### src/include/lenet_macros.svh
`ifndef LENET_MACROS_SVH
`define LENET_MACROS_SVH

// ------------------------------
// scratchpad and bus geometry
// ------------------------------

// word address width, 256 words of scratchpad
`define LENET_ADDR_W 8

// one bus word, also one accumulator
`define LENET_DATA_W 32

// byte lanes carried in one bus word
`define LENET_LANES 4

// width of the word count in a job
`define LENET_COUNT_W 8

`endif

### src/hw/lenet_pkg.sv
`include "lenet_macros.svh"

package lenet_pkg;

    // ------------------------------
    // wishbone classic
    // ------------------------------

    typedef struct packed {
        logic                       cyc;
        logic                       stb;
        logic                       we;
        logic [`LENET_ADDR_W-1:0]   adr;
        logic [`LENET_DATA_W-1:0]   dat;
    } wb_req_t;

    typedef struct packed {
        logic                       ack;
        logic [`LENET_DATA_W-1:0]   dat;
    } wb_rsp_t;

    // ------------------------------
    // engine job and memory word
    // ------------------------------

    // count is in words, each word holds one pixel or weight per lane
    typedef struct packed {
        logic [`LENET_ADDR_W-1:0]   src_adr;
        logic [`LENET_ADDR_W-1:0]   wgt_adr;
        logic [`LENET_COUNT_W-1:0]  count;
        logic [`LENET_ADDR_W-1:0]   dst_adr;
    } mac_job_t;

    // a scratchpad word is either four operand bytes or one result
    typedef union packed {
        logic [`LENET_LANES-1:0][7:0]   lanes;
        logic [`LENET_DATA_W-1:0]       acc;
    } mem_word_u;

endpackage

### src/hw/lenet_wb_arbiter.sv
module lenet_wb_arbiter #(
    parameter int n_masters = 3
) (
    input  logic               clk,
    input  logic               rst_n,
    input  lenet_pkg::wb_req_t m_req [n_masters],
    output lenet_pkg::wb_rsp_t m_rsp [n_masters],
    output lenet_pkg::wb_req_t s_req,
    input  lenet_pkg::wb_rsp_t s_rsp
);

    localparam int idx_w = (n_masters > 1) ? $clog2(n_masters) : 1;

    logic             gnt_valid;
    logic [idx_w-1:0] last_owner;
    logic [idx_w-1:0] next_owner;
    logic             any_req;

    // scan from the master after the last owner, the nearest one wins
    always_comb begin
        int cand;
        next_owner = last_owner;
        any_req    = 1'b0;
        for (int off = n_masters; off >= 1; off--) begin
            cand = int'(last_owner) + off;
            if (cand >= n_masters) begin
                cand = cand - n_masters;
            end
            if (m_req[cand].cyc) begin
                next_owner = idx_w'(cand);
                any_req    = 1'b1;
            end
        end
    end

    // last_owner doubles as the current owner while the grant is held
    always_ff @(posedge clk) begin
        if (!rst_n) begin
            gnt_valid  <= 1'b0;
            last_owner <= '0;
        end else if (gnt_valid) begin
            if (!m_req[last_owner].cyc) begin
                gnt_valid <= 1'b0;
            end
        end else if (any_req) begin
            gnt_valid  <= 1'b1;
            last_owner <= next_owner;
        end
    end

    // ------------------------------
    // routing
    // ------------------------------

    always_comb begin
        s_req = '0;
        if (gnt_valid) begin
            s_req = m_req[last_owner];
        end
        for (int i = 0; i < n_masters; i++) begin
            m_rsp[i] = '0;
            if (gnt_valid && last_owner == idx_w'(i)) begin
                m_rsp[i] = s_rsp;
            end
        end
    end

endmodule

### config.mk
export PLATFORM = sky130hd
export DESIGN_NAME = lenet_wb_arbiter
export DESIGN_NICKNAME = d
export VERILOG_FILES = /design/src/hw/lenet_pkg.sv /design/src/hw/lenet_wb_arbiter.sv
export VERILOG_INCLUDE_DIRS = /design/src /design/src/include
export SDC_FILE = /design/constraint.sdc
export NUM_CORES = 1
export LEC_CHECK = 0
export BUFFER_PORTS_ARGS = -buffer_cell sky130_fd_sc_hd__buf_2
export CAP_MARGIN = 5
export CORE_AREA = 5 5 117 119
export CTS_BUF_LIST = sky130_fd_sc_hd__clkbuf_8
export CTS_CLUSTER_DIAMETER = 200
export DETAILED_ROUTE_END_ITERATION = 10
export DIE_AREA = 0 0 122 124
export PLACE_DENSITY_LB_ADDON = 0.1
export SLEW_MARGIN = 20
export SYNTH_ARGS = -nofsm -noshare
export SYNTH_HDL_FRONTEND = slang
export SYNTH_SLANG_ARGS = --single-unit
### constraint.sdc
create_clock -name clk -period 2.35 [get_ports clk]
set_clock_uncertainty 0.2 [all_clocks]
set_input_delay 0.235 -clock clk [delete_from_list [all_inputs] [get_ports clk]]
set_output_delay 0.235 -clock clk [all_outputs]
set_load 0.005 [all_outputs]
# Word-level counts from Yosys, hierarchy flattened

Cells that the tools add are included.

Register bits after elaboration: 3
Bits in latches: 0
RAM bits: 0
Bits in read-only memories: 0
Logic and storage cells: 56
Memories kept: 0

$add $sub $neg: 6
Multipliers: 0
Divide/modulo/power cells: 0
$lt $le $gt $ge: 7
Equal/unequal tests: 2
Shift-type cells: 0
Muxes and demuxes: 28
Bitwise gates (word level): 5
Reductions and logical operators: 6

Operators by type and width:

| kind                                                  | number |
|---|---|
| 2-to-1 mux 43 bit                                     | 9 |
| binary-select mux 43 bit (select 2 bit)               | 4 |
| 2-to-1 mux 33 bit                                     | 3 |
| >= comparator 32 x 3 -> 1 bit (second input constant) | 3 |
| 2-to-1 mux 32 bit                                     | 3 |
| NOT 32 bit                                            | 3 |
| subtractor 3 x 2 -> 4 bit (second input constant)     | 3 |
| >= comparator 3 x 2 -> 1 bit (second input constant)  | 3 |
| adder 2 x 2 -> 3 bit (second input constant)          | 2 |
| 2-to-1 mux 1 bit                                      | 6 |
| 2-to-1 mux 2 bit                                      | 3 |
| adder 2 x 1 -> 3 bit (second input constant)          | 1 |
| >= comparator 3 bit (second input constant)           | 1 |
| logical AND 1 bit                                     | 3 |
| NOT 2 -> 3 bit                                        | 1 |
| AND reduction 3 bit                                   | 1 |
| nonzero test 3 bit                                    | 1 |
| == test 2 x 1 -> 1 bit (second input constant)        | 1 |
| == test 2 bit (second input constant)                 | 1 |
| zero test 2 bit                                       | 1 |
| NOT 1 bit                                             | 1 |

# Depth between registers and ports, before layout

Gate-level depths: netlist (run 1).

Depth in word-level cells: 12
Depth in mapped cells: 9

# Least setup slack after synthesis (run 1)

Ideal clock, no wire load.

Path type: reg-to-reg
Start: register last_owner[1]
End: register last_owner[1]
Arrival time: 2.015 ns
Data required time: 2.059 ns
Path slack: 0.044 ns
Cell stages (with the launch flop): 10
Cell sequence: dfxtp_1 buf_2 buf_2 inv_2 ha_1 buf_2 inv_1 a2111oi_0 o22ai_1 a311oi_1

Cells in the longest elaborated chain, start to end: 11
Elaborated cells on any way between the ends: 32
Those cells by class: 6 x add/sub; 3 x order compare; 18 x mux; 3 x bitwise; 2 x reduce/logical

Ends and longest elaborated chain:

| element                                                                          | line                                           | text |
|---|---|---|
| start, declared                                                                  | lenet_wb_arbiter.sv:15                         | `logic [idx_w-1:0] last_owner;` |
| start signal, assigned                                                           | lenet_wb_arbiter.sv:47                         | `last_owner <= next_owner;` |
| adder 2 x 2 -> 3 bit                                                             | lenet_wb_arbiter.sv:25                         | `cand = int'(last_owner) + off;` |
| subtractor 3 x 2 -> 4 bit / >= comparator 3 x 2 -> 1 bit (equally long branches) | lenet_wb_arbiter.sv:27, lenet_wb_arbiter.sv:26 |  |
| 2-to-1 mux 32 bit                                                                | lenet_wb_arbiter.sv:26                         | `if (cand >= n_masters) begin` |
| NOT 32 bit (not written as such)                                                 | lenet_wb_arbiter.sv:29                         | `if (m_req[cand].cyc) begin` |
| binary-select mux 43 bit (select 2 bit)                                          | lenet_wb_arbiter.sv:29                         |  |
| 2-to-1 mux 43 bit (not written as such) (2 in a row)                             | lenet_wb_arbiter.sv:29                         |  |
| 2-to-1 mux 1 bit (3 in a row)                                                    | lenet_wb_arbiter.sv:29                         |  |
| AND reduction 3 bit (no source line)                                             | n/a                                            |  |

Parallel ways exist; a longest one is shown, timed or not. The select of a mux whose other input is x is not followed.
A chain may end at the register's enable or synchronous reset.

# Worst setup path in the final report (run 1)

Start: register last_owner[0]
End: register last_owner[1]

The elaborated chain is that of the path after synthesis.

==> flow_summary.ini, run 1 <==
[layout]
final_nets = 797
final_design_area_no_fill_mm2 = 0.00392
n_antenna_cell = 0
stdcell_count = 800
drive_gt1_share_pct = 51.8
area_delta_synth_final_pct = 79.0

[clock_network]
clock_latency_ns = 0.22
clkSlewWorstSetupHoldPaths_ns = 0.03
cts_tree = done
h-tree-depth = 1
cts.root.buffer_cell = clkbuf_8
cts_buffers = 3
clkSinkCount = 3
clk_path_buf_depth = 2

[routing]
dr_total_vias = 3568
ant_nets = 0
wl_met2_um = 6560
wl_met3_um = 1290
routedWlPerCell_um = 15.6
drt_wl_total_um = 12500
drc_errors = 0
routed.top_layer = met4
drt_iter0_markers = 133
drtPass1Iterations = 6
vias_per_cell = 4.46
wl_met1_um = 4540

[worst_setup_path]
cp-startpoint = last_owner[0]
crit_arrival_ns = 2.12
r2r_start = last_owner[0]
r2r_end = last_owner[1]
r2r_setup_slack_ns = 0.15
critPathLaunchType = flip-flop
crit_slowest_cell = a2111o_1
crit_required_ns = 2.27
path_max_fanout = 15
setup.worst_path.class = flip-flop to flip-flop
path_cells = buf_4 -> ha_1 -> a21boi_0 -> a2111o_1 -> a21o_1 -> a311oi_1
cpPeakStageDelay_ns = 0.44
reg2regPathDepth = 6
endpoint_kind = flip-flop

[logic_synthesis]
synth_area_mm2 = 0.00219
synth_nets = 521
yosys_warnings = 0
ys_top_cells_by_area = and3_1 28%, mux2i_1 20%, and2_1 13%
synth_top_cell_by_area = and3_1
synth.distinct_cells = 30
syn_avg_cell_area_um2 = 6.20
yosysTopAreaCellShare_pct = 28.3
seq_area_frac_synth_pct = 2.74
synth_seq_cells = 3
synth_cells = 353

[place]
dpl-instance-area_mm2 = 0.00385
placed_cells = 795
io_buffers = 305
routabilityCongestion = 0.802
place_ws_ns = 0.188
dp_hpwl_um = 9790

[sta]
slew_violations = 0
max_freq_ghz = 0.454
setup_viol = 0
finalCritPeriodShare_pct = 93.8
worst_slack_ns = 0.147
maxSlewHeadroom_pct = 58.6
holdWs_ns = 0.0696
worst_pin_slew_ns = 0.619
finalSetupTns_ns = 0
hold_viol_final = 0
fin_crit_ns = 2.20
rsz0062_at_grt = no

[global_routing]
grt_pass1_vias = 3514
grt_first_pass_wirelength_um = 18000
grt-ovfl-total = 0
grt_use_total_pct = 14.7
grt_antenna_before_repair = 0
grt_max_degree = 72

[die]
core_region_area_mm2 = 0.0125
pin_count = 306
die_w_um = 122
num_rows = 41
dieArea_mm2 = 0.0151
initial_core_util_pct = 17.6
die_h_um = 124

[status]
status = completed

[power_and_ir_drop]
p_leak_nw = 2.54
p_per_area_mw_per_mm2 = 697
ir_drop_uv = 309

[worst_hold_path]
worstHoldStart = rst_n
min_to = gnt_valid
hp-class = input pin to flip-flop
holdPathStages = 2

[run]
drv_cap = 0
logic make-up (layout without fill, tap and decap cells):
group | after synthesis | count (layout) | share of synthesized area (%)
AO/OA/AOI/OAI | 60 | 60 | 15.5
adder cells (fa/ha/maj) | 4 | 4 | 2.29
buffers and inverters | 47 | 321 | 8.74
multiplexers | 44 | 44 | 20.1
AND/OR/NAND/NOR | 195 | 196 | 50.6
flip-flops | 3 | 3 | 2.74
timing repair:
item                       4_1_cts  5_1_grt
hold buffers                     0        0
setup buffers                    0        0
resized for setup                0        5
setup endpoints to repair       16       96
cloned                           1        0
through the flow:
step	power (mW)	utilization (%)
2_1_floorplan	1.59	-
3_3_place_gp	2.59	30.9
3_5_place_dp	2.56	30.9
4_1_cts	2.75	31.3
5_1_grt	3.04	31.4
6_report	2.73	31.4
final cells by class:
type                            instances  area, um2
Clock buffer                            3       41.3
Clock inverter                          1       3.75
Fill cell                            1403       8550
Inverter                                5       18.8
Multi-Input combinational cell        304       1960
Sequential cell                         3       63.8
Tap cell                              172        215
Timing Repair Buffer                  312       1610
worst max-delay path, delay by kind of cell (launching register included):
| kind | cells | cell delay, ns |
|---|---|---|
| buffers and inverters | 1 | 0.23 |
| flip-flops | 1 | 0.37 |
| AO/OA/AOI/OAI | 4 | 0.98 |
| adder cells (fa/ha/maj) | 1 | 0.33 |
synthesized netlist by cell type:
cell type  number
and3b_1         1
o21ai_1        42
a21o_1          1
a2111o_1        1
inv_1           3
inv_2           2
ha_1            4
a2111oi_0       1
nand2b_1        3
o31ai_1         1
nor2_1          2
clkbuf_1       28
and2_1         44
mux2i_1        44
o21ai_0         1
nor2b_1         1
a21boi_0        2
a211oi_1        2
and3_1         99
buf_1           2
o2bb2ai_1       1
o21a_1          2
a31oi_1         1
dfxtp_1         3
a311oi_1        1
buf_2          12
or2_2           1
nand2_1        44
a21oi_1         3
o22ai_1         1
registers in the layout, summed over array words and instances, names as in the netlist:
name        flops
gnt_valid       1
last_owner      2
power by group:
group          switching, mW  internal (mW)  leakage [nW]  total (mW)
clock                 0.0375          0.111        0.0269       0.149
combinational           1.31           1.13          2.49        2.44
sequential            0.0716         0.0755        0.0258       0.147
total                   1.42           1.32          2.54        2.73
worst max path at each step:
stage / to / depth (start not counted)
floorplan: last_owner[1] / 9
global placement: s_req[16] / 5
detailed placement: s_req[16] / 5
CTS: s_req[31] / 5
global route: last_owner[1] / 6
finish: last_owner[1] / 6
layer usage:
metal / up-vias / GRT usage [%]
met1: 1580 / 15.7
met2: 188 / 29.3
met3: 8 / 3.32
met5: - / 0
li1: 1792 / -
met4: 0 / 3.01
layout by cell type (no fill, tap or decap), drive strengths merged:
master,instances
a31oi,1
a2111o,1
o21a,2
dfxtp,3
a21boi,2
clkbuf,3
and3,99
or2,1
and3b,1
nor2,2
o22ai,1
o21ai,43
ha,4
a21o,1
a311oi,1
nand2b,3
mux2i,44
nor2b,2
inv,6
o2bb2ai,1
a21oi,3
a211oi,2
nand2,44
and2,44
buf,312
a2111oi,1
o31ai,1
Note: power is estimated with default switching activity, not from simulation.
==> inputs of run 2 (changes only) <==
--- a/config.mk
+++ b/config.mk
@@ -8,11 +8,12 @@
 export LEC_CHECK = 0
 export BUFFER_PORTS_ARGS = -buffer_cell sky130_fd_sc_hd__buf_2
 export CAP_MARGIN = 5
-export CORE_AREA = 5 5 117 119
+export CORE_AREA = 3 3 118 120
 export CTS_BUF_LIST = sky130_fd_sc_hd__clkbuf_8
 export CTS_CLUSTER_DIAMETER = 200
+export CTS_CLUSTER_SIZE = 20
 export DETAILED_ROUTE_END_ITERATION = 10
-export DIE_AREA = 0 0 122 124
+export DIE_AREA = 0 0 121 123
 export PLACE_DENSITY_LB_ADDON = 0.1
 export SLEW_MARGIN = 20
 export SYNTH_ARGS = -nofsm -noshare
==> constraint.sdc (replaced) <==
create_clock -name clk -period 2.35 [get_ports clk]
set_clock_uncertainty 0.2 [all_clocks]
set_input_delay 0.705 -clock clk [delete_from_list [all_inputs] [get_ports clk]]
set_output_delay 0.705 -clock clk [all_outputs]
set_load 0.005 [all_outputs]
==> run 2 against run 1 <==
  * The run now ends with setup timing left
  * Clock-buffer cell count unchanged
  * Power increased by 23%
  * First-iteration DRC count rose by 14%
  * Worst setup slack lost 0.21 ns
  * Critical endpoint is now s_req[25]
  * Largest cell class unchanged
==> flow_summary.ini, run 2 (synthesis results as in run 1) <==
[power_and_ir_drop]
ir_drop_uv = 313
p_per_area_mw_per_mm2 = 751
p_leak_nw = 2.80

[routing]
drtPass1Iterations = 5
dr_total_vias = 3710
drc_errors = 0
vias_per_cell = 4.51
drt_iter0_markers = 152
drt_wl_total_um = 13000
ant_nets = 0
routedWlPerCell_um = 15.8

[status]
status = finished, violations left
violations = setup timing

[sta]
slew_violations = 0
worst_pin_slew_ns = 0.378
worst_slack_ns = -0.0642
max_freq_ghz = 0.414
maxSlewHeadroom_pct = 74.8
holdWs_ns = 0.538
finalCritPeriodShare_pct = 103
rsz0062_at_grt = yes
setup_viol = 60
fin_crit_ns = 2.41
hold_viol_final = 0

[die]
die_w_um = 121
num_rows = 42
die_h_um = 123
initial_core_util_pct = 16.7
pin_count = 306
dieArea_mm2 = 0.0149
core_region_area_mm2 = 0.0131

[place]
place_ws_ns = 0.0204
placed_cells = 805
dp_hpwl_um = 9250
io_buffers = 305
routabilityCongestion = 0.729

[worst_setup_path]
critPathLaunchType = flip-flop
r2r_start = last_owner[1]
crit_arrival_ns = 1.51
reg2regPathDepth = 7
setup.worst_path.class = flip-flop to output pin
endpoint_kind = output pin
crit_required_ns = 1.44
path_max_fanout = 11
r2r_end = last_owner[1]
r2r_setup_slack_ns = 0.04

[clock_network]
clk_path_buf_depth = 2
cts_hold_buf = 0
clkSlewWorstSetupHoldPaths_ns = 0.03
cts_tree = done
cts_buffers = 3
cts.root.buffer_cell = clkbuf_8
h-tree-depth = 1
clkSinkCount = 3
clock_latency_ns = 0.21

[run]
drv_cap = 0

[layout]
largest_reg_flops = 2
top_register = last_owner
final_common_cell = buf_2
top_regs = last_owner x2, gnt_valid x1
utilization_pct = 34.1
fill_cells = 1391
stdcell_count = 823
area_delta_synth_final_pct = 104
drive_gt1_share_pct = 59.4
layout_common_cells = 304 x buf_2, 99 x and3_1, 43 x and2_1
final_nets = 815

[worst_hold_path]
holdPathStages = 3
worstHoldStart = rst_n
min_to = last_owner[1]
hp-class = input pin to flip-flop

[global_routing]
grt_max_degree = 100
grt_first_pass_wirelength_um = 17500
grt_pass1_vias = 3484
grt-ovfl-total = 0
grt_use_total_pct = 14.0
grt_antenna_before_repair = 0
==> run 2: cell types whose count changed in the layout (fill, tap and decap cells not counted), moves of 2 or more <==
cell       before  now
nand2_1        44   17
nand2_2         0   20
buf_12          2    9
nand2_4         0    7
o21ai_1        42   35
o21ai_2         0    7
clkbuf_16       0    6
buf_4           3    8
mux2i_1        44   40
dfxtp_2         3    1
dfxtp_4         0    2
mux2i_2         0    2
mux2i_4         0    2
==> run 2: worst max-delay path by stage <==
stage                   from         to  cells past startpoint
2_1_floorplan  last_owner[1]  m_rsp[65]                      7
3_3_place_gp       m_req[42]  s_req[42]                      5
3_5_place_dp       m_req[42]  s_req[42]                      5
4_1_cts        last_owner[1]  s_req[42]                      5
5_1_grt        last_owner[1]  s_req[16]                      8
6_report       last_owner[1]  s_req[25]                      8
==> run 2: final cells by class <==
cell class	instances	area, um2	share of cell area (%)
diodes	1	2.50	0.0560
clock buffers	3	41.3	0.924
clock inverters	1	3.75	0.0840
inverters	5	18.8	0.420
multi-input cells	303	2130	47.8
flip-flops and latches	3	68.8	1.54
well taps	176	220	4.93
repair buffers	331	1980	44.3
==> run 2: what timing repair did <==
item / in CTS / in global routing
gates resized for setup: 13 / 55
cloned: 1 / 6
setup endpoints to repair: 109 / 142
pin swaps: 0 / 13
setup buffers: 5 / 1
==> run 2: layer usage <==
metal	global-route usage (%)	part of all wire [%]	up-vias
met5	0	0	-
met4	3.47	1.1	0
met3	2.56	9.1	10
met2	26.5	52	195
met1	16.4	37	1678
li1	-	-	1827
==> run 2: where the power goes <==
group	switching [mW]	internal, mW
sequential	0.0292	0.0792
clock	0.0334	0.111
combinational	1.54	1.56
total	1.60	1.75
==> run 2: critical path: stages, from the launching register on <==
cell and delay [ns]:
dfxtp_4 0.35, buf_12 0.14, nor2b_4 0.12, buf_12 0.14
clkbuf_16 0.16, nand2_1 0.06, o21ai_1 0.07, and2_1 0.13
buf_2 0.12
==> run 2: stage by stage <==
step | area [um2] | total power [mW] | setup TNS (ns)
final | 4470 | 3.35 | -1.40
after global routing | 4460 | 3.67 | -7.51
after CTS | 4100 | 2.96 | -0.443
after detailed placement | 3940 | 2.63 | 0
after global placement | 3940 | 2.64 | 0
after floorplan | 2200 | 1.61 | 0
