### src/include/lenet_macros.svh
`ifndef LENET_MACROS_SVH
`define LENET_MACROS_SVH

// ------------------------------
// scratchpad and bus geometry
// ------------------------------

// word address width, 256 words of scratchpad
`define LENET_ADDR_W 8

// one bus word, also one accumulator
`define LENET_DATA_W 32

// byte lanes carried in one bus word
`define LENET_LANES 4

// width of the word count in a job
`define LENET_COUNT_W 8

`endif

### src/hw/lenet_pkg.sv
`include "lenet_macros.svh"

package lenet_pkg;

    // ------------------------------
    // wishbone classic
    // ------------------------------

    typedef struct packed {
        logic                       cyc;
        logic                       stb;
        logic                       we;
        logic [`LENET_ADDR_W-1:0]   adr;
        logic [`LENET_DATA_W-1:0]   dat;
    } wb_req_t;

    typedef struct packed {
        logic                       ack;
        logic [`LENET_DATA_W-1:0]   dat;
    } wb_rsp_t;

    // ------------------------------
    // engine job and memory word
    // ------------------------------

    // count is in words, each word holds one pixel or weight per lane
    typedef struct packed {
        logic [`LENET_ADDR_W-1:0]   src_adr;
        logic [`LENET_ADDR_W-1:0]   wgt_adr;
        logic [`LENET_COUNT_W-1:0]  count;
        logic [`LENET_ADDR_W-1:0]   dst_adr;
    } mac_job_t;

    // a scratchpad word is either four operand bytes or one result
    typedef union packed {
        logic [`LENET_LANES-1:0][7:0]   lanes;
        logic [`LENET_DATA_W-1:0]       acc;
    } mem_word_u;

endpackage

### src/hw/lenet_approx_mul8.sv
module lenet_approx_mul8 (
    input  logic [7:0]  x,
    input  logic [7:0]  y,
    output logic [15:0] z
);

    // pp[i] is the row for x[i], weight 2**i
    logic [7:0]  pp [8];
    logic [12:0] term [6];
    logic [15:0] exact_hi;

    always_comb begin
        for (int i = 0; i < 8; i++) begin
            pp[i] = y & {8{x[i]}};
        end
    end

    // the two top rows carry most of the product and stay exact
    assign exact_hi = 16'({pp[6], 6'b0}) + 16'({pp[7], 7'b0});

    // ------------------------------
    // compressed low rows
    // ------------------------------

    // pairs of bits from rows 0 to 5 are merged with and, or and xor
    // instead of being added, most bit positions are simply dropped
    always_comb begin
        for (int k = 0; k < 6; k++) begin
            term[k] = '0;
        end

        term[0][2]  = pp[0][1] & pp[1][0];
        term[0][5]  = pp[0][5] & pp[1][4];
        term[0][6]  = pp[0][5] ^ pp[1][4];
        term[0][7]  = pp[0][7] | pp[1][6];
        term[0][8]  = pp[0][7] & pp[1][6];
        term[0][9]  = pp[2][6] | pp[3][5];
        term[0][10] = pp[3][7];
        term[0][11] = pp[4][7] & pp[5][6];
        term[0][12] = pp[5][7];

        term[1][5]  = pp[4][1] & pp[5][0];
        term[1][6]  = pp[2][4] & pp[3][3];
        term[1][7]  = pp[4][3] | pp[5][2];
        term[1][8]  = pp[1][7];
        term[1][9]  = pp[2][7] ^ pp[3][6];
        term[1][10] = pp[4][5] & pp[5][4];
        term[1][11] = pp[4][7] | pp[5][6];

        term[2][6]  = pp[2][4] ^ pp[3][3];
        term[2][8]  = pp[2][6] & pp[3][5];
        term[2][9]  = pp[4][4] & pp[5][3];
        term[2][10] = pp[4][6] | pp[5][5];

        term[3][6]  = pp[4][1] & pp[5][0];
        term[3][9]  = pp[4][4] ^ pp[5][3];

        // rows 4 and 5 at bit 9 are counted a second time here
        term[4][9]  = pp[4][5] & pp[5][4];
        term[5][9]  = pp[4][5] | pp[5][4];
    end

    // ------------------------------
    // final sum
    // ------------------------------

    always_comb begin
        z = exact_hi;
        for (int k = 0; k < 6; k++) begin
            z = z + 16'(term[k]);
        end
    end

endmodule

### src/hw/lenet_mac_engine.sv
`include "lenet_macros.svh"

module lenet_mac_engine (
    input  logic                clk,
    input  logic                rst_n,
    input  logic                start,
    input  lenet_pkg::mac_job_t job,
    output logic                done,
    output lenet_pkg::wb_req_t  wb_req,
    input  lenet_pkg::wb_rsp_t  wb_rsp
);

    typedef enum logic [2:0] {
        st_idle,
        st_rd_pix,
        st_rd_wgt,
        st_acc,
        st_write,
        st_done
    } state_t;

    state_t                     state;
    logic                       bus_act;
    logic                       xfer_done;
    logic [`LENET_ADDR_W-1:0]   pix_ptr;
    logic [`LENET_ADDR_W-1:0]   wgt_ptr;
    logic [`LENET_ADDR_W-1:0]   dst_ptr;
    logic [`LENET_COUNT_W-1:0]  remaining;
    lenet_pkg::mem_word_u       pix_word;
    lenet_pkg::mem_word_u       wgt_word;
    lenet_pkg::mem_word_u       acc_word;
    logic [15:0]                prod [`LENET_LANES];
    logic [17:0]                lane_sum;

    // ------------------------------
    // multiplier lanes
    // ------------------------------

    for (genvar g = 0; g < `LENET_LANES; g++) begin : g_lane
        lenet_approx_mul8 u_mul (
            .x (wgt_word.lanes[g]),
            .y (pix_word.lanes[g]),
            .z (prod[g])
        );
    end

    always_comb begin
        lane_sum = '0;
        for (int i = 0; i < `LENET_LANES; i++) begin
            lane_sum = lane_sum + 18'(prod[i]);
        end
    end

    // ------------------------------
    // wishbone master
    // ------------------------------

    // adr and dat follow the state, which holds until ack
    always_comb begin
        wb_req.cyc = bus_act;
        wb_req.stb = bus_act;
        wb_req.we  = (state == st_write);
        wb_req.dat = acc_word;
        case (state)
            st_rd_wgt: wb_req.adr = wgt_ptr;
            st_write:  wb_req.adr = dst_ptr;
            default:   wb_req.adr = pix_ptr;
        endcase
    end

    assign xfer_done = bus_act && wb_rsp.ack;
    assign done = (state == st_done);

    // every bus state raises cyc one cycle after entry, so the bus sees a
    // low cyc between two transfers and the arbiter can regrant
    always_ff @(posedge clk) begin
        if (!rst_n) begin
            state   <= st_idle;
            bus_act <= 1'b0;
        end else begin
            case (state)
                st_idle: begin
                    if (start) begin
                        state <= (job.count == '0) ? st_write : st_rd_pix;
                    end
                end
                st_rd_pix, st_rd_wgt, st_write: begin
                    if (!bus_act) begin
                        bus_act <= 1'b1;
                    end else if (wb_rsp.ack) begin
                        bus_act <= 1'b0;
                        case (state)
                            st_rd_pix: state <= st_rd_wgt;
                            st_rd_wgt: state <= st_acc;
                            default:   state <= st_done;
                        endcase
                    end
                end
                st_acc: begin
                    state <= (remaining == 1) ? st_write : st_rd_pix;
                end
                default: state <= st_idle;
            endcase
        end
    end

    always_ff @(posedge clk) begin
        if (state == st_idle && start) begin
            pix_ptr      <= job.src_adr;
            wgt_ptr      <= job.wgt_adr;
            dst_ptr      <= job.dst_adr;
            remaining    <= job.count;
            acc_word.acc <= '0;
        end
        if (state == st_rd_pix && xfer_done) begin
            pix_word <= wb_rsp.dat;
        end
        if (state == st_rd_wgt && xfer_done) begin
            wgt_word <= wb_rsp.dat;
        end
        if (state == st_acc) begin
            acc_word.acc <= acc_word.acc + `LENET_DATA_W'(lane_sum);
            pix_ptr      <= pix_ptr + 1'b1;
            wgt_ptr      <= wgt_ptr + 1'b1;
            remaining    <= remaining - 1'b1;
        end
    end

endmodule

### config.mk
export PLATFORM = sky130hd
export DESIGN_NAME = lenet_mac_engine
export DESIGN_NICKNAME = d
export VERILOG_FILES = /design/src/hw/lenet_pkg.sv /design/src/hw/lenet_approx_mul8.sv /design/src/hw/lenet_mac_engine.sv
export VERILOG_INCLUDE_DIRS = /design/src /design/src/include
export SDC_FILE = /design/constraint.sdc
export NUM_CORES = 1
export LEC_CHECK = 0
export BUFFER_PORTS_ARGS = -buffer_cell sky130_fd_sc_hd__buf_4
export CORE_UTILIZATION = 35
export DETAILED_ROUTE_END_ITERATION = 8
export GPL_ROUTABILITY_DRIVEN = 0
export GPL_TIMING_DRIVEN = 0
export SYNTH_ARGS = -nofsm -noshare
export SYNTH_HDL_FRONTEND = slang
export SYNTH_SLANG_ARGS = --single-unit
export TNS_END_PERCENT = 10
### constraint.sdc
create_clock -name clk -period 8 [get_ports clk]
set_clock_uncertainty 0.1 [all_clocks]
set_input_delay 0.8 -clock clk [delete_from_list [all_inputs] [get_ports clk]]
set_output_delay 0.8 -clock clk [all_outputs]
set_load 0.01 [all_outputs]
== After elaboration in Yosys (flattened, before gate mapping) ==
Cells that the tools add are included.

* Add/subtract/negate cells: 35
* Eq/ne operators: 9
* Muxes and demuxes: 18
* Bitwise gates (word level): 108
* Reduce and logical (&&, ||, !) cells: 9

{| class="wikitable"
|+ Operators by type and width
! operator !! count
|-
| AND 8 bit || 32
|-
| adder 16 x 10 -> 16 bit || 12
|-
| adder 14 x 15 -> 16 bit || 4
|-
| adder 16 x 11 -> 16 bit || 4
|-
| adder 16 x 12 -> 16 bit || 4
|-
| adder 16 x 13 -> 16 bit || 4
|-
| 2-to-1 mux 32 bit || 2
|-
| 2-to-1 mux 8 bit || 6
|-
| AND 1 bit || 36
|-
| adder 32 x 18 -> 32 bit || 1
|-
| OR 1 bit || 24
|-
| adder 17 x 16 -> 18 bit || 1
|-
| adder 18 x 16 -> 18 bit || 1
|-
| adder 16 x 16 -> 17 bit || 1
|-
| adder 8 x 1 -> 8 bit (second input constant) || 2
|-
| case mux 8 bit (2 select lines) || 1
|-
| XOR 1 bit || 16
|-
| 2-to-1 mux 3 bit || 5
|-
| case mux 3 bit (3 select lines) || 1
|-
| == test 8 x 1 -> 1 bit (second input constant) || 1
|-
| logical NOT 8 bit || 1
|-
| subtractor 8 x 1 -> 8 bit (second input constant) || 1
|-
| == test 3 x 2 -> 1 bit (second input constant) || 2
|-
| == test 3 bit (second input constant) || 2
|-
| other kinds (9) || 15
|}

* Bits in registers: 132

== Longest topological paths before layout ==
Gate-level depths: netlist (run 1).

* Word-level depth: 13
* Depth in mapped cells: 31
* Mapped depth without buffers: 31

== Hierarchy ==
From an unflattened synthesis (run 1), not the netlist that was laid out.

* Cell total of the unflattened synthesis: 1336
* Area total of the unflattened synthesis: 13087.6 sq um

{| class="wikitable"
|+ Modules (own cells, without submodules)
! module !! times used !! cells an instance !! area each (sq um) !! sequential area each (sq um)
|-
| lenet_mac_engine || 1 || 722 || 7792.5 || 3923.8
|-
| lenet_approx_mul8 (g_lane[0].u_mul ...) || 3 || 155 || 1325.0 || 0.0
|-
| lenet_approx_mul8 (g_lane[2].u_mul) || 1 || 149 || 1320.0 || 0.0
|}

== Worst setup path before layout (run 1) ==
No wires, ideal clock.

* Path kind: register to register
* Start point: reg pix_word[13] (netlist name)
* End point: reg acc_word[21] (netlist name), data pin
* Library setup time: 0.256 ns
* Arrival: 7.346 ns
* Required time: 7.644 ns
* Slack: 0.298 ns
* Cell stages (with the launch flop): 28
* Path buffers: 0
* Period minus slack after synthesis: 7.702 ns
* Path through: edfxtp_1 -> and2_1 -> ha_1 -> fa_1 -> inv_1 -> fa_1 -> inv_1 -> fa_1 -> inv_1 -> fa_1 -> inv_1 -> ha_1 -> a21o_1 -> a21oi_1 -> o21bai_1 -> a21oi_1 -> xnor2_1 -> fa_1 -> fa_1 -> inv_1 -> fa_1 -> inv_1 -> ha_1 -> a21o_1 -> a21o_1 -> a221o_1 -> or2_1 -> a41o_1

* Longest elaborated chain between the ends: 13

{| class="wikitable"
|+ Ends and longest elaborated chain
! what !! line !! source
|-
| start: declaration || lenet_mac_engine.sv:29 || <nowiki>lenet_pkg::mem_word_u pix_word;</nowiki>
|-
| start signal: assignment || lenet_mac_engine.sv:116 || <nowiki>pix_word <= wb_rsp.dat;</nowiki>
|-
| AND 8 bit || lenet_approx_mul8.sv:14 || <nowiki>pp[i] = y & {8{x[i]}};</nowiki>
|-
| adder 14 x 15 -> 16 bit, or another cell as far along || lenet_approx_mul8.sv:19 || <nowiki>assign exact_hi = 16'({pp[6], 6'b0}) + 16'({pp[7], 7'b0});</nowiki>
|-
| adder 16 x 13 -> 16 bit || lenet_approx_mul8.sv:70 || <nowiki>z = z + 16'(term[k]);</nowiki>
|-
| adder 16 x 12 -> 16 bit || lenet_approx_mul8.sv:70 ||
|-
| adder 16 x 11 -> 16 bit || lenet_approx_mul8.sv:70 ||
|-
| adder 16 x 10 -> 16 bit (2 in a row) || lenet_approx_mul8.sv:70 ||
|-
| adder 16 x 10 -> 16 bit (*) || lenet_approx_mul8.sv:70 ||
|-
| adder 16 x 16 -> 17 bit (*) || lenet_mac_engine.sv:50 || <nowiki>lane_sum = lane_sum + 18'(prod[i]);</nowiki>
|-
| adder 17 x 16 -> 18 bit (*) || lenet_mac_engine.sv:50 ||
|-
| adder 18 x 16 -> 18 bit (*) || lenet_mac_engine.sv:50 ||
|-
| adder 32 x 18 -> 32 bit (*) || lenet_mac_engine.sv:122 || <nowiki>acc_word.acc <= acc_word.acc + `LENET_DATA_W'(lane_sum);</nowiki>
|-
| 2-to-1 mux 32 bit (*) || lenet_mac_engine.sv:121 || <nowiki>if (state == st_acc) begin</nowiki>
|-
| end: declaration || lenet_mac_engine.sv:31 || <nowiki>lenet_pkg::mem_word_u acc_word;</nowiki>
|}

Mark *: on every way between the ends. The rest lies on a longest branch, timed or not.
A chain may end at the register's enable or synchronous reset.

== Worst setup path after layout (run 1) ==
* Start point: reg wgt_word[12] (netlist name)
* End point: reg acc_word[21] (netlist name), data pin

* Longest elaborated chain between the ends: 13

{| class="wikitable"
|+ Ends and longest elaborated chain
! what !! line !! source
|-
| start: declaration || lenet_mac_engine.sv:30 || <nowiki>lenet_pkg::mem_word_u wgt_word;</nowiki>
|-
| start signal: assignment || lenet_mac_engine.sv:119 || <nowiki>wgt_word <= wb_rsp.dat;</nowiki>
|-
| AND 8 bit (*) || lenet_approx_mul8.sv:14 ||
|-
| AND 1 bit || lenet_approx_mul8.sv:39 || <nowiki>term[0][11] = pp[4][7] & pp[5][6];</nowiki>
|-
| adder 16 x 13 -> 16 bit || lenet_approx_mul8.sv:70 ||
|-
| adder 16 x 12 -> 16 bit || lenet_approx_mul8.sv:70 ||
|-
| adder 16 x 11 -> 16 bit || lenet_approx_mul8.sv:70 ||
|-
| adder 16 x 10 -> 16 bit (2 in a row) || lenet_approx_mul8.sv:70 ||
|-
| adder 16 x 10 -> 16 bit (*) || lenet_approx_mul8.sv:70 ||
|-
| adder 16 x 16 -> 17 bit (*) || lenet_mac_engine.sv:50 ||
|-
| adder 17 x 16 -> 18 bit (*) || lenet_mac_engine.sv:50 ||
|-
| adder 18 x 16 -> 18 bit (*) || lenet_mac_engine.sv:50 ||
|-
| adder 32 x 18 -> 32 bit (*) || lenet_mac_engine.sv:122 ||
|-
| 2-to-1 mux 32 bit (*) || lenet_mac_engine.sv:121 ||
|}

Marked as above.

==> results of run 1 <==
==> sequential cells by signal, summed over array words and instances, names as in the netlist <==
register and cells:
pix_word 32, wgt_word 32, acc_word 30, dst_ptr 8, pix_ptr 8, remaining 8, wgt_ptr 8, state 3
bus_act 1
==> path summary, 6_finish.rpt <==
path,end,from
worst max-delay path,acc_word[21]$_SDFFCE_PN0P_,wgt_word[12]$_DFFE_PP_
worst min-delay path,dst_ptr[6]$_DFFE_PP_,job[6]
worst max register to register,acc_word[21]$_SDFFCE_PN0P_,wgt_word[12]$_DFFE_PP_
worst min register to register,bus_act$_SDFFE_PN0P_,bus_act$_SDFFE_PN0P_
==> synthesized netlist by cell type, types with 17 or more instances <==
master | n | share of area (%)
inv_1 | 188 | 5.7
ha_1 | 134 | 14
edfxtp_1 | 126 | 31
fa_1 | 121 | 20
nand2_1 | 102 | 3.1
and2_1 | 92 | 4.7
a21oi_1 | 52 | 2.1
nor2_1 | 51 | 1.5
o21ai_0 | 46 | 1.9
xnor2_1 | 33 | 2.3
xor2_1 | 25 | 1.8
nand3_1 | 21 | 0.85
clkbuf_1 | 17 | 0.52
==> cell usage in the layout, fill, tap and decap left out, drive strengths merged, types with 5 or more instances in the layout <==
cell type,count
or3,13
xnor2,33
nor2,51
edfxtp,126
xor2,25
clkinv,6
a22oi,8
inv,197
o22ai,9
a21o,13
and3,11
o21ai,50
and4,12
and2,93
nor4,6
nand2,103
clkbuf,37
nand4,7
fa,121
nand3,21
buf,143
a22o,6
o21bai,12
o211ai,5
a21oi,52
nor3,13
ha,134
==> cell families after synthesis <==
family	share of synthesized area (%)
other	0.0304
multiplexers	0.0810
adder cells (fa/ha/maj)	33.2
buffers and inverters	7.03
AND/OR/NAND/NOR	15.0
flip-flops	31.3
AO/OA/AOI/OAI	9.32
XOR/XNOR	4.11
==> per-layer routing <==
| layer | track usage, % | part of all wire, % | up-vias |
|---|---|---|---|
| met5 | 0 | 0 | - |
| met2 | 25.9 | 47 | 151 |
| met3 | 2.93 | 3.6 | 23 |
| met4 | 6.30 | 2.0 | 0 |
| li1 | - | - | 4332 |
| met1 | 21.8 | 47 | 4306 |
==> power by group through the flow <==
| stage | clock (mW) | sequential, mW | combinational (mW) |
|---|---|---|---|
| finish | 0.787 | 0.827 | 1.26 |
| global route | 0.828 | 0.831 | 1.42 |
| CTS | 0.807 | 0.827 | 1.22 |
| detailed placement | 0 | 0.842 | 1.18 |
| global placement | 0 | 0.849 | 1.16 |
| floorplan | 0 | 0.840 | 0.892 |
==> repair_timing <==
action	CTS	global route
buffers inserted	11	8
pin swaps	4	43
resized for setup	16	33
hold buffers	0	0
cloned	0	1
setup endpoints to repair	13	15
==> layout make-up <==
| class | instances | share of cell area (%) |
|---|---|---|
| Sequential cell | 130 | 26.1 |
| Tap cell | 455 | 3.84 |
| Timing Repair Buffer | 135 | 7.13 |
| Buffer | 28 | 1.07 |
| Clock inverter | 15 | 1.10 |
| Inverter | 189 | 4.79 |
| Multi-Input combinational cell | 849 | 53.1 |
| Clock buffer | 17 | 2.87 |
==> per-stage QoR <==
| stage | power, mW | hold slack [ps] | TNS [ps] |
|---|---|---|---|
| floorplan | 1.73 | 399 | 0 |
| global placement | 2.01 | 431 | -1940 |
| detailed placement | 2.02 | 441 | -2440 |
| CTS | 2.86 | 390 | 0 |
| global route | 3.08 | 401 | 0 |
| finish | 2.87 | 415 | 0 |
==> summary.txt, run 1 <==
Hold path depth: 1
PortBufs: 109
Via count of the first global-routing pass: 8,932
Critical Path Max Stage Delay: 540 ps
Die area: 36,000 sq um
Rel. slew slack: 36.5%
Die Width: 190 um
EDFF count, synth: 126
Grt total ovfl: 0
Setup-failing EPs final: 0
Placed cell count: 1,766
CP Data Arrival Time: 7810 ps
Routed WL: 27.7 mm
Synth unique cells: 73
Synthesized instance count: 1,194
Post-layout util: 42.8%
H-tree levels: 4
Slew Limit Fails: 0
R2R Setup Slk: 310 ps
Post-Syn Area: 12,400 sq um
Startpoint types: flop
Combinational Power Share: 43.8%
Class of the most critical setup path: reg2reg
Vias: 8,812
Worst path buffer plus inverter count: 6
Pre-CTS setup slack: -330 ps
Largest delay share family, worst path: adder cells
# IOs: 112
Max Clk Rate: 0.130 GHz
Pwr Density: 194 nW/um^2
Post-route cell area: 14,800 sq um
FP Rows: 68
Final min period: 7690 ps
PnR worst setup slack: 314 ps
Worst-Skew Late Latency: 460 ps
Area used by multi-input combinational logic: 7870 sq um
DR WL/cell: 15.2 um
Fin cells: 1,818
Largest net degree at the start of global routing: 29
TritonCTS Buffers: 17
Cells on worst reg2reg path: 27
Clock power frac: 27.4%
Nets: 1,673
Sw Ratio: 38.9%
LEAKAGE: 6.77 nW
Register area: 3860 sq um
Post-route ant nets: 0
Die Y: 190 um
Sink Count: 130
Ys async rst share: 0%
N_diodes: 0
Syn Area/Cell: 10.3 sq um
Reg clk slew, reported paths: 80 ps
Tot GR Track Use: 16.2%
Filler Cell Count: 3,311
CP Capture Type: flop
Outcome: completed
Area Growth Syn to Fin: 19.9%
Max cap viols: 0
Initial antenna violation count: 0
Critical path fanouts, max: 7
Worst VDD drop: 0.000172 V
Register area share after synthesis: 31.3%
Root buffer cell: clkbuf_16
Yosys Warn Count: 0
Worst hold path class: in2reg
Worst path depth: 27
Final hold violations: 0
Total internal power: 1.75 mW
RSZ-0062 raised after global routing: false
Core Area: 34,600 sq um
Via-per-instance ratio: 4.85
First-pass GRT wire length: 45.3 mm
Primary FF master, synth: edfxtp_1
Worst Path Required: 8120 ps
DP Wirelength: 22.2 mm
Sequential share of power: 28.8%
CTS tree: yes
Initial DRC Count: 435
Initial Util: 35.7%
Placed inst area: 13,900 sq um
# DRC: 0
P_sw: 1.12 mW
Worst slew pin tran: 949 ps
Initial DRT Pass Iterations: 5
Layout cells sized above 1: 17.8%
Fin crit share: 96.1%
Clock Tree Buf Depth: 2
Yosys reg bits: 130
Max stage delay cell, worst path: fa_2
Note: power is estimated with default switching activity, not from simulation.
==> run 2, diff against run 1 <==
--- a/config.mk
+++ b/config.mk
@@ -11,6 +11,8 @@
 export DETAILED_ROUTE_END_ITERATION = 8
 export GPL_ROUTABILITY_DRIVEN = 0
 export GPL_TIMING_DRIVEN = 0
+export RECOVER_POWER = 50
+export SLEW_MARGIN = 10
 export SYNTH_ARGS = -nofsm -noshare
 export SYNTH_HDL_FRONTEND = slang
 export SYNTH_SLANG_ARGS = --single-unit
==> run 2 against run 1 <==
  * Die area unchanged
  * First-iteration DRC count down 17%
  * Global-route usage about the same
  * Highest routed layer unchanged
  * Clock power down 0.6%
  * Cell count about the same
  * Power about the same
==> summary.txt, run 2 (same netlist as run 1, synthesis figures left out) <==
Post-layout util: 42.3% (was 42.8%)
Pwr Density: 196 nW/um^2 (was 194 nW/um^2)
Commonest cells after routing, fill and taps aside: inv_1 (180), ha_1 (126), edfxtp_1 (126), fa_1 (117), nand2_1 (102) (was inv_1 (184), buf_4 (131), ha_1 (126), edfxtp_1 (126), fa_1 (117))
Startpoint types: flop (unchanged)
Worst slew pin tran: 1360 ps (was 949 ps)
Worst-Skew Late Latency: 460 ps (about the same)
Slew Limit Fails: 0 (unchanged)
Critical Path Max Stage Delay: 550 ps (was 540 ps)
Class of the most critical setup path: reg2reg (unchanged)
DR WL/cell: 15.4 um (was 15.2 um)
Filler Cell Count: 3,375 (was 3,311)
FP Rows: 68 (unchanged)
Register area: 3860 sq um (unchanged)
Final hold violations: 0 (unchanged)
Max stage delay cell, worst path: fa_1 (was fa_2)
Via-per-instance ratio: 4.88 (was 4.85)
Initial Util: 35.7% (unchanged)
Vias: 8,871 (was 8,812)
Setup-failing EPs final: 0 (unchanged)
Placed cell count: 1,767 (was 1,766)
Cells on worst reg2reg path: 27 (unchanged)
Die Width: 190 um (unchanged)
Die area: 36,000 sq um (unchanged)
Max cap viols: 0 (unchanged)
Nets: 1,674 (was 1,673)
Tot GR Track Use: 16.3% (was 16.2%)
DP Wirelength: 22.1 mm (was 22.2 mm)
PortBufs: 109 (unchanged)
CP Data Arrival Time: 7870 ps (was 7810 ps)
Rel. slew slack: 8.53% (was 36.5%)
Die Y: 190 um (unchanged)
Worst hold path class: in2reg (unchanged)
Biggest regs: pix_word x32, wgt_word x32, acc_word x30 (unchanged)
RSZ-0062 raised after global routing: true (was false)
Grt total ovfl: 0 (unchanged)
Worst Path Required: 8120 ps (about the same)
Area used by multi-input combinational logic: 7870 sq um (about the same)
Sink Count: 130 (unchanged)
LEAKAGE: 6.60 nW (was 6.77 nW)
Critical path fanouts, max: 7 (unchanged)
TritonCTS Buffers: 17 (unchanged)
# IOs: 112 (unchanged)
Initial DRT Pass Iterations: 5 (unchanged)
Initial antenna violation count: 0 (unchanged)
Post-route cell area: 14,600 sq um (was 14,800 sq um)
Pre-CTS setup slack: -323 ps (was -330 ps)
H-tree levels: 4 (unchanged)
Fin crit share: 96.8% (was 96.1%)
Worst VDD drop: 0.000170 V (was 0.000172 V)
Post-CTS Hold Buffers: 0 (unchanged)
Placed inst area: 13,900 sq um (about the same)
Post-route total power: 2.87 mW (about the same)
Initial DRC Count: 360 (was 435)
PnR worst setup slack: 255 ps (was 314 ps)
Post-route ant nets: 0 (unchanged)
Root buffer cell: clkbuf_16 (unchanged)
Area Growth Syn to Fin: 18.5% (was 19.9%)
N_diodes: 0 (unchanged)
# DRC: 0 (unchanged)
Final min period: 7750 ps (was 7690 ps)
CTS tree: yes (unchanged)
Largest net degree at the start of global routing: 22 (was 29)
CP Capture Type: flop (unchanged)
Hold path depth: 1 (unchanged)
Outcome: completed (unchanged)
Most common cell after layout, fill and taps aside: inv_1 (unchanged)
Reg clk slew, reported paths: 80 ps (about the same)
Routed WL: 28.0 mm (was 27.7 mm)
Layout cells sized above 1: 14.7% (was 17.8%)
Clock Tree Buf Depth: 2 (unchanged)
Max Clk Rate: 0.129 GHz (was 0.130 GHz)
Core Area: 34,600 sq um (unchanged)
First-pass GRT wire length: 45.8 mm (was 45.3 mm)
Fin cells: 1,819 (was 1,818)
Via count of the first global-routing pass: 9,032 (was 8,932)
-- run 2: repair_timing --
action | in CTS | in global routing
endpoints found under the setup margin | 13 | 15
gates cloned | 0 | 1
setup buffers | 11 | 9
pin swaps | 4 | 45
resized for setup | 16 | 44
-- run 2: per-layer routing --
layer,GRT usage [%],vias to the layer above,part of all wire (%)
met5,0,-,0
met4,5.30,0,1.5
met3,3.27,24,3.7
met2,26.4,160,48
met1,21.7,4339,47
li1,-,4348,-
-- run 2: final timing paths --
kind / startpoint / endpoint / slack (ps)
hold reg to reg: bus_act$_SDFFE_PN0P_ / bus_act$_SDFFE_PN0P_ / 440
setup reg to reg: wgt_word[12]$_DFFE_PP_ / acc_word[21]$_SDFFCE_PN0P_ / 250
setup / recovery: wgt_word[12]$_DFFE_PP_ / acc_word[21]$_SDFFCE_PN0P_ / 250
hold / removal: job[3] / dst_ptr[3]$_DFFE_PP_ / 440
-- run 2: cell type report --
class	count	share of cell area [%]
flip-flops and latches	130	26.4
well taps	455	3.89
clock inverters	15	1.07
multi-input cells	849	53.8
plain buffers	27	0.923
inverters	189	4.84
repair buffers	137	6.22
clock buffers	17	2.91
-- run 2: where the power goes --
group / internal [mW] / switching (mW) / total (mW)
combinational: 0.537 / 0.723 / 1.26
sequential: 0.789 / 0.0372 / 0.826
clock: 0.416 / 0.366 / 0.782
total: 1.74 / 1.13 / 2.87
-- run 2: per-stage QoR --
stage               hold WS, ps  TNS, ps
floorplan                   399        0
global placement            431    -1940
detailed placement          441    -2430
CTS                         390        0
global route                423    -51.1
finish                      437        0
-- run 2: worst max-delay path: cells and delay by family, from the launching register on --
kind	cells	cell delay (ps)
buf+inv	6	340
simple gates	2	500
flops	1	440
fa+ha+maj	10	4340
compound gates	8	1670
xor+xnor	1	120
